### config.mk
export PLATFORM = sky130hd
export DESIGN_NAME = post_norm_top
export DESIGN_NICKNAME = d
export VERILOG_FILES = /design/src/design/post_norm_pkg.sv /design/src/design/norm_if.sv /design/src/design/norm_shift.sv /design/src/design/post_norm_top.sv /design/src/design/req_ack_ctrl.sv /design/src/design/round_pack.sv
export SDC_FILE = /design/constraint.sdc
export NUM_CORES = 1
export LEC_CHECK = 0
export BUFFER_PORTS_ARGS = -buffer_cell sky130_fd_sc_hd__buf_2
export CAP_MARGIN = 10
export CORE_UTILIZATION = 60
export CTS_BUF_LIST = sky130_fd_sc_hd__clkbuf_4 sky130_fd_sc_hd__clkbuf_8 sky130_fd_sc_hd__clkbuf_16
export DETAILED_ROUTE_END_ITERATION = 12
export PLACE_DENSITY = 0.82
export SETUP_SLACK_MARGIN = 0.2
export SKIP_LAST_GASP = 1
export SLEW_MARGIN = 10
export SYNTH_ARGS = -nofsm -noshare
export SYNTH_HDL_FRONTEND = slang
export SYNTH_HIERARCHICAL = 1
export SYNTH_SLANG_ARGS = --single-unit
### constraint.sdc
create_clock -name clk -period 6.99 [get_ports clk]
set_input_delay 1.0485 -clock clk [delete_from_list [all_inputs] [get_ports clk]]
set_output_delay 1.0485 -clock clk [all_outputs]
set_load 0.01 [all_outputs]
### src/design/post_norm_pkg.sv
package post_norm_pkg;

	// --------------------
	// Widths
	localparam int FRACT_W = 48;
	localparam int MANT_W  = 23;
	localparam int EXP_W   = 8;
	localparam int EXPW_W  = 10;
	localparam int LZ_W    = 6;

	typedef logic [FRACT_W-1:0]        fract_in_t;
	typedef logic [MANT_W-1:0]         mant_t;
	typedef logic [EXP_W-1:0]          exp_t;
	typedef logic signed [EXPW_W-1:0]  exp_wide_t;
	typedef logic [LZ_W-1:0]           lz_t;
	typedef logic [EXP_W+MANT_W-1:0]   result_t;

	// Same encoding as the rmode input of the FPU
	typedef enum logic [1:0] {
		RND_NEAREST = 2'b00,
		RND_ZERO    = 2'b01,
		RND_UP      = 2'b10,
		RND_DOWN    = 2'b11
	} rmode_t;

	typedef enum logic {
		OP_ADDSUB = 1'b0,
		OP_I2F    = 1'b1
	} norm_op_t;

	typedef enum logic [1:0] {
		HS_IDLE = 2'b00,
		HS_BUSY = 2'b01,
		HS_DONE = 2'b10
	} hs_state_t;

	// --------------------
	// Constants
	localparam exp_t      EXP_MAX        = 8'hff;
	localparam exp_t      EXP_FINITE_MAX = 8'hfe;
	localparam mant_t     MANT_ALL_ONES  = 23'h7fffff;
	// Exponent of an integer whose bit 47 is set, i.e. 2**31
	localparam exp_wide_t I2F_EXP_BASE   = 10'sd158;

endpackage

### src/design/norm_if.sv
`timescale 1ns/1ps

interface norm_if import post_norm_pkg::*; ();

	logic      valid;
	mant_t     mantissa;
	logic      round_bit;
	logic      sticky;
	exp_wide_t exponent;
	logic      sign;
	rmode_t    rmode;

	// Shifter side
	modport src (
		output valid, mantissa, round_bit, sticky, exponent, sign, rmode
	);

	// Rounder side
	modport dst (
		input valid, mantissa, round_bit, sticky, exponent, sign, rmode
	);

endinterface

### src/design/norm_shift.sv
`timescale 1ns/1ps

module norm_shift import post_norm_pkg::*;
(
	input  logic      clk,
	input  logic      reset,
	input  logic      start,
	input  fract_in_t fract_in,
	input  exp_t      exp_in,
	input  logic      sign,
	input  rmode_t    rmode,
	input  norm_op_t  op,
	norm_if.src       nif
);

	lz_t       lz;
	lz_t       shamt;
	logic      fract_zero;
	exp_wide_t exp_next;
	fract_in_t shifted;

	assign fract_zero = (fract_in == '0);

	// --------------------
	// Leading zero count
	// Scan upwards so the highest set bit wins; all zeros gives 48
	always_comb
	begin
		lz = lz_t'(FRACT_W);
		for (int i = 0; i < FRACT_W; i++)
		begin
			if (fract_in[i])
				lz = lz_t'(FRACT_W - 1 - i);
		end
	end

	// --------------------
	// Shift amount and exponent
	always_comb
	begin
		if (op == OP_I2F)
		begin
			shamt    = lz;
			exp_next = I2F_EXP_BASE - exp_wide_t'(lz);
		end
		else if (exp_t'(lz) <= exp_in)
		begin
			// Hidden bit of a normal result lands on bit 47
			shamt    = lz;
			exp_next = exp_wide_t'(exp_in) + 10'sd1 - exp_wide_t'(lz);
		end
		else
		begin
			// Denormal result shifts only as far as the exponent allows
			// exp_in is below lz here, so it fits the count width
			shamt    = lz_t'(exp_in);
			exp_next = '0;
		end

		if (fract_zero)
			exp_next = '0;

		shifted = fract_in << shamt;
	end

	// --------------------
	// Stage one register
	always_ff @(posedge clk or posedge reset)
	begin
		if (reset)
			nif.valid <= 1'b0;
		else
			nif.valid <= start;
	end

	always_ff @(posedge clk)
	begin
		if (start)
		begin
			nif.mantissa  <= shifted[FRACT_W-2:FRACT_W-1-MANT_W];
			nif.round_bit <= shifted[FRACT_W-2-MANT_W];
			nif.sticky    <= |shifted[FRACT_W-3-MANT_W:0];
			nif.exponent  <= exp_next;
			nif.sign      <= sign;
			nif.rmode     <= rmode;
		end
	end

endmodule

### src/design/post_norm_top.sv
`timescale 1ns/1ps

module post_norm_top import post_norm_pkg::*;
(
	input  logic      clk,
	input  logic      reset,
	input  logic      req,
	input  fract_in_t fract_in,
	input  exp_t      exp_in,
	input  logic      sign,
	input  rmode_t    rmode,
	input  norm_op_t  op,
	output logic      ack,
	output result_t   result,
	output logic      overflow,
	output logic      underflow,
	output logic      inexact
);

	logic      start;
	logic      done;
	fract_in_t cap_fract;
	exp_t      cap_exp;
	logic      cap_sign;
	rmode_t    cap_rmode;
	norm_op_t  cap_op;

	// Normalised value between the two stages
	norm_if u_nif ();

	req_ack_ctrl u_ctrl (
		.clk       (clk),
		.reset     (reset),
		.req       (req),
		.fract_in  (fract_in),
		.exp_in    (exp_in),
		.sign      (sign),
		.rmode     (rmode),
		.op        (op),
		.done      (done),
		.ack       (ack),
		.start     (start),
		.cap_fract (cap_fract),
		.cap_exp   (cap_exp),
		.cap_sign  (cap_sign),
		.cap_rmode (cap_rmode),
		.cap_op    (cap_op)
	);

	norm_shift u_shift (
		.clk      (clk),
		.reset    (reset),
		.start    (start),
		.fract_in (cap_fract),
		.exp_in   (cap_exp),
		.sign     (cap_sign),
		.rmode    (cap_rmode),
		.op       (cap_op),
		.nif      (u_nif.src)
	);

	round_pack u_round (
		.clk       (clk),
		.reset     (reset),
		.nif       (u_nif.dst),
		.result    (result),
		.overflow  (overflow),
		.underflow (underflow),
		.inexact   (inexact),
		.done      (done)
	);

endmodule

### src/design/req_ack_ctrl.sv
`timescale 1ns/1ps

module req_ack_ctrl import post_norm_pkg::*;
(
	input  logic      clk,
	input  logic      reset,
	input  logic      req,
	input  fract_in_t fract_in,
	input  exp_t      exp_in,
	input  logic      sign,
	input  rmode_t    rmode,
	input  norm_op_t  op,
	input  logic      done,
	output logic      ack,
	output logic      start,
	output fract_in_t cap_fract,
	output exp_t      cap_exp,
	output logic      cap_sign,
	output rmode_t    cap_rmode,
	output norm_op_t  cap_op
);

	hs_state_t state;
	logic      capture;

	// Operands are taken on the edge that sees req while idle
	assign capture = (state == HS_IDLE) && req;

	// --------------------
	// Handshake FSM
	always_ff @(posedge clk or posedge reset)
	begin
		if (reset)
		begin
			state <= HS_IDLE;
			ack   <= 1'b0;
			start <= 1'b0;
		end
		else
		begin
			start <= capture;
			case (state)
			HS_IDLE:
				if (req)
					state <= HS_BUSY;
			HS_BUSY:
				if (done)
				begin
					ack   <= 1'b1;
					state <= HS_DONE;
				end
			HS_DONE:
				// Result is held until the requester lets go
				if (!req)
				begin
					ack   <= 1'b0;
					state <= HS_IDLE;
				end
			default:
				state <= HS_IDLE;
			endcase
		end
	end

	always_ff @(posedge clk)
	begin
		if (capture)
		begin
			cap_fract <= fract_in;
			cap_exp   <= exp_in;
			cap_sign  <= sign;
			cap_rmode <= rmode;
			cap_op    <= op;
		end
	end

endmodule

### src/design/round_pack.sv
`timescale 1ns/1ps

module round_pack import post_norm_pkg::*;
(
	input  logic    clk,
	input  logic    reset,
	norm_if.dst     nif,
	output result_t result,
	output logic    overflow,
	output logic    underflow,
	output logic    inexact,
	output logic    done
);

	logic        lsb;
	logic        inc;
	logic        carry;
	logic        to_inf;
	logic        overflow_c;
	logic        underflow_c;
	logic        inexact_c;
	logic [MANT_W:0] mant_sum;
	mant_t       mant_rnd;
	exp_wide_t   exp_rnd;
	result_t     result_c;

	assign lsb = nif.mantissa[0];

	// --------------------
	// Increment decision
	always_comb
	begin
		case (nif.rmode)
		RND_NEAREST:
			inc = nif.round_bit & (lsb | nif.sticky);
		RND_ZERO:
			inc = 1'b0;
		RND_UP:
			inc = (nif.round_bit | nif.sticky) & !nif.sign;
		RND_DOWN:
			inc = (nif.round_bit | nif.sticky) & nif.sign;
		default:
			inc = 1'b0;
		endcase
	end

	// Mantissa carry clears the fraction and bumps the exponent;
	// a denormal at exponent 0 moves to 1 the same way
	assign mant_sum = {1'b0, nif.mantissa} + {{MANT_W{1'b0}}, inc};
	assign carry    = mant_sum[MANT_W];
	assign mant_rnd = mant_sum[MANT_W-1:0];
	assign exp_rnd  = carry ? nif.exponent + 10'sd1 : nif.exponent;

	// --------------------
	// Overflow and flags
	assign overflow_c = exp_rnd >= exp_wide_t'(EXP_MAX);

	// Infinity unless rounding goes toward zero for this sign
	assign to_inf = (nif.rmode == RND_NEAREST) ||
			((nif.rmode == RND_UP) && !nif.sign) ||
			((nif.rmode == RND_DOWN) && nif.sign);

	always_comb
	begin
		if (overflow_c && to_inf)
			result_c = {EXP_MAX, mant_t'(0)};
		else if (overflow_c)
			result_c = {EXP_FINITE_MAX, MANT_ALL_ONES};
		else
			result_c = {exp_rnd[EXP_W-1:0], mant_rnd};
	end

	assign inexact_c   = nif.round_bit | nif.sticky | overflow_c;
	assign underflow_c = (exp_rnd == '0) && inexact_c;

	// --------------------
	// Stage two register
	always_ff @(posedge clk or posedge reset)
	begin
		if (reset)
		begin
			done      <= 1'b0;
			result    <= '0;
			overflow  <= 1'b0;
			underflow <= 1'b0;
			inexact   <= 1'b0;
		end
		else
		begin
			done <= nif.valid;
			if (nif.valid)
			begin
				result    <= result_c;
				overflow  <= overflow_c;
				underflow <= underflow_c;
				inexact   <= inexact_c;
			end
		end
	end

endmodule

==> impl_metrics.csv <==
group,metric,value,unit
critical_path,rrSetupSlack,610,ps
synth,yosysUniqueCellTypes,90,
synth,syn_nets,1116,
power,pwr-share-clk,22.1,%
place,port_buffers,97,
clock_tree,root_buffer,"clkbuf_16",
finish,layout.nets,1192,
timing,tns,0,ps
finish,fillers,1219,
global_routing,gr-total-overflow,0,
timing,period_minus_slack,6378,ps
timing,rsz0062_at_grt,"false",
timing,fmax,156.8,MHz
critical_path,endpoint_kind,"flip-flop",
critical_path,start_kind,"flip-flop",
synth,synth-async-reset-ratio,28.99,%
timing,final.setup_skew,11.00,ps
finish,final_common_cell,"nor2_1",
route,antenna_left,0,
synth,synth.area.top_cells,"edfxtp_1 (30%), dfrtp_1 (10%), mux2i_1 (9.0%)",
global_routing,antenna_found_initial,0,
clock_tree,h-tree-depth,4,
critical_path,reg2reg_to,"u_shift/nif.sticky",
route,route.detailed.vias_per_inst,6.386,
finish,most-common-layout-cells,"nor2_1 (116), edfxtp_1 (98), buf_2 (97), nand2_1 (97), mux2i_1 (89)",
power,power_density,370.8,mW/mm^2
power,finalPower,4.103,mW
timing,hold_viol_final,0,
power,swShare,39.36,%
critical_path,cp_max_fo,33,
critical_path,cp_cell_sequence,"inv_1, a2111oi_0, o21ai_0, o221ai_1, inv_1, ha_1, a2111oi_2, o21ai_0, a211oi_1, o21ai_2, a211oi_4, buf_4, mux2_4, nor2_1, a22oi_1, a31o_2, nor4_1, nand4_1, a32o_1",
floorplan,row_count,46,
timing,tightestPinTransition,932.5,ps
power,ir_drop,0.0002135,V
finish,final_core_util,69.42,%
finish,diodes,0,
synth,synth-edff-count,98,
timing,drv_slew,0,
global_routing,grt_pass1_wl,39300,um
power,p_sw,1.615,mW
timing,slew-limit-headroom,37.42,%
clock_tree,holdBufCountCts,0,
power,combPwrFrac,42.4,%
finish,syn_to_final_growth,12.22,%
critical_path,crit_path_end,"u_shift/nif.sticky",
global_routing,grt_pass1_vias,7730,
critical_path,crit_family,"compound AO/OA/AOI/OAI gates",
clock_tree,cts_resized,0,
critical_path,critPathArrivalTime,6550,ps
floorplan,ios,98,
synth,synth_top_area_cell,"edfxtp_1",
synth,avgSynthCellArea,9.593,um^2
critical_path,cp.depth,19,
timing,setup_violations,0,
synth,syn_inst,1028,
clock_tree,cts.sinks,138,
critical_path,path_buf_inv,3,
floorplan,die_width,130.2,um
power,internal_power,2.488,mW
critical_path,max_stage_delay,750,ps
route,drt-initial-drc-count,953,
critical_path,worstSetupStartpoint,"u_ctrl/cap_fract[46]",
clock_tree,numCtsBuffers,17,
timing,min_period_over_period,91.24,%
clock_tree,cts_tree,"done",
clock_tree,worstSkewPairLatency,430,ps
place,dp_hpwl,17710,um
floorplan,die-area,0.01695,mm^2
flow_run,maxCapViolations,0,
run_status,status,"complete, no violations",
power,leakage,4.392,nW
floorplan,coreArea,0.01594,mm^2
route,routed_wirelength,24540,um
clock_tree,cts_setup_buffers,0,
synth,ys_warn_count,6,
power,sequentialPowerShare,35.6,%
synth,ys_dominant_reg_cell,"edfxtp_1",
route,vias,8512,
critical_path,cp.required,7160,ps
synth,synthesis.area,0.009862,mm^2
clock_tree,cts_buffer_depth,2,
synth,ys_seq_elements,138,
synth,synth_seq_area_share,39.99,%
synth,yosys.area.top_type_share,29.84,%
route,post_drt_wl_per_cell,18.41,um
critical_path,crit_type,"flip-flop to flip-flop",
floorplan,dieHeight,130.2,um
worst_hold_path,hold_class,"flip-flop to flip-flop",
floorplan,initial_core_util,61.86,%
clock_tree,path_clk_slew,60,ps
critical_path,r2r_start,"u_ctrl/cap_fract[46]",
route,first_pass_iters,5,
finish,drive_gt1_share,18.53,%
critical_path,cpMaxStageDelayCell,"o221ai_1",
critical_path,r2r_cells,19,
route,drc,0,
global_routing,track_usage,30.04,%
global_routing,grt_max_degree,62,
place,place.gp.congestion,1.001,
per-layer routing:
metal  global-route usage, %  vias to the layer above  wire length, um
li1                        -                     4013                -
met1                   39.40                     3939            10610
met4                   18.06                        0             1204
met5                       0                        -                0
met3                   4.756                       94             1719
met2                   46.96                      466            11010
power by group through the flow:
stage / clock (mW) / sequential, mW / combinational, mW
floorplan: 0 / 1.45 / 1.25
global placement: 0 / 1.45 / 1.67
detailed placement: 0 / 1.47 / 1.69
CTS: 0.919 / 1.45 / 1.71
global route: 0.951 / 1.50 / 1.90
finish: 0.905 / 1.46 / 1.74
final cells by class:
| type | count | area, um^2 | share of cell area (%) |
|---|---|---|---|
| clock inverter | 7 | 45.04 | 0.4070 |
| clock buffer | 25 | 568.0 | 5.133 |
| tap | 216 | 270.3 | 2.442 |
| inverter | 33 | 123.9 | 1.119 |
| sequential | 138 | 3944 | 35.64 |
| timing repair buffer | 114 | 613.1 | 5.540 |
| multi-input combinational | 800 | 5503 | 49.72 |
logic make-up after synthesis:
kind of cell / Yosys count / share of synthesized area (%)
and+or+nand+nor: 343 / 16.52
AOI/OAI and AO/OA: 269 / 18.89
DFF: 138 / 39.99
muxes: 122 / 13.08
buffers and inverters: 90 / 4.631
xor gates and xnor gates: 41 / 3.641
adders and majority gates: 25 / 3.248
Yosys cell counts, types with 6 or more instances:
cell type	instances
a211oi_1	22
a21oi_1	74
a22oi_1	10
a31oi_1	15
and2_1	6
buf_2	13
buf_4	8
buf_6	8
clkbuf_1	24
dfrtp_1	40
edfxtp_1	98
ha_1	24
inv_1	33
mux2_2	24
mux2i_1	89
nand2_1	97
nand2b_1	6
nand3_1	38
nand4_1	9
nor2_1	117
nor3_1	15
nor4_1	16
o21ai_0	31
o21ai_1	6
o22a_1	24
o22ai_1	12
o32ai_1	8
xnor2_1	22
xor2_1	19
worst min path at each step:
stage | endpoint | depth (start not counted) | slack (ps) | start
finish | u_shift/nif.sign | 0 | 410 | u_ctrl/cap_sign
global route | u_shift/nif.sign | 0 | 420 | u_ctrl/cap_sign
CTS | u_shift/nif.sign | 0 | 410 | u_ctrl/cap_sign
detailed placement | u_shift/nif.rmode[1] | 0 | 400 | u_ctrl/cap_rmode[1]
global placement | u_shift/nif.sign | 0 | 400 | u_ctrl/cap_sign
floorplan | u_shift/nif.rmode[0] | 0 | 400 | u_ctrl/cap_rmode[0]
flip-flops by register name, summed over array words and instances, names as in the netlist, 2 cells and up:
signal / flops
u_shift/nif.rmode: 2
u_round/result: 31
u_ctrl/cap_exp: 8
u_ctrl/state: 2
u_ctrl/cap_fract: 48
u_shift/nif.exponent: 10
u_ctrl/cap_rmode: 2
u_shift/nif.mantissa: 23
per-stage QoR:
stage	cell area, um^2	setup slack, ps	std cells	hold slack (ps)
after floorplan	9862	1693	1028	400.3
after global placement	10450	1000	1301	401.8
after detailed placement	10450	900.7	1301	404.5
after CTS	11070	836.7	1333	410.8
after global routing	11070	275.7	1333	422.2
final	11070	612.2	1333	413.1
Note: power is estimated with default switching activity, not from simulation.
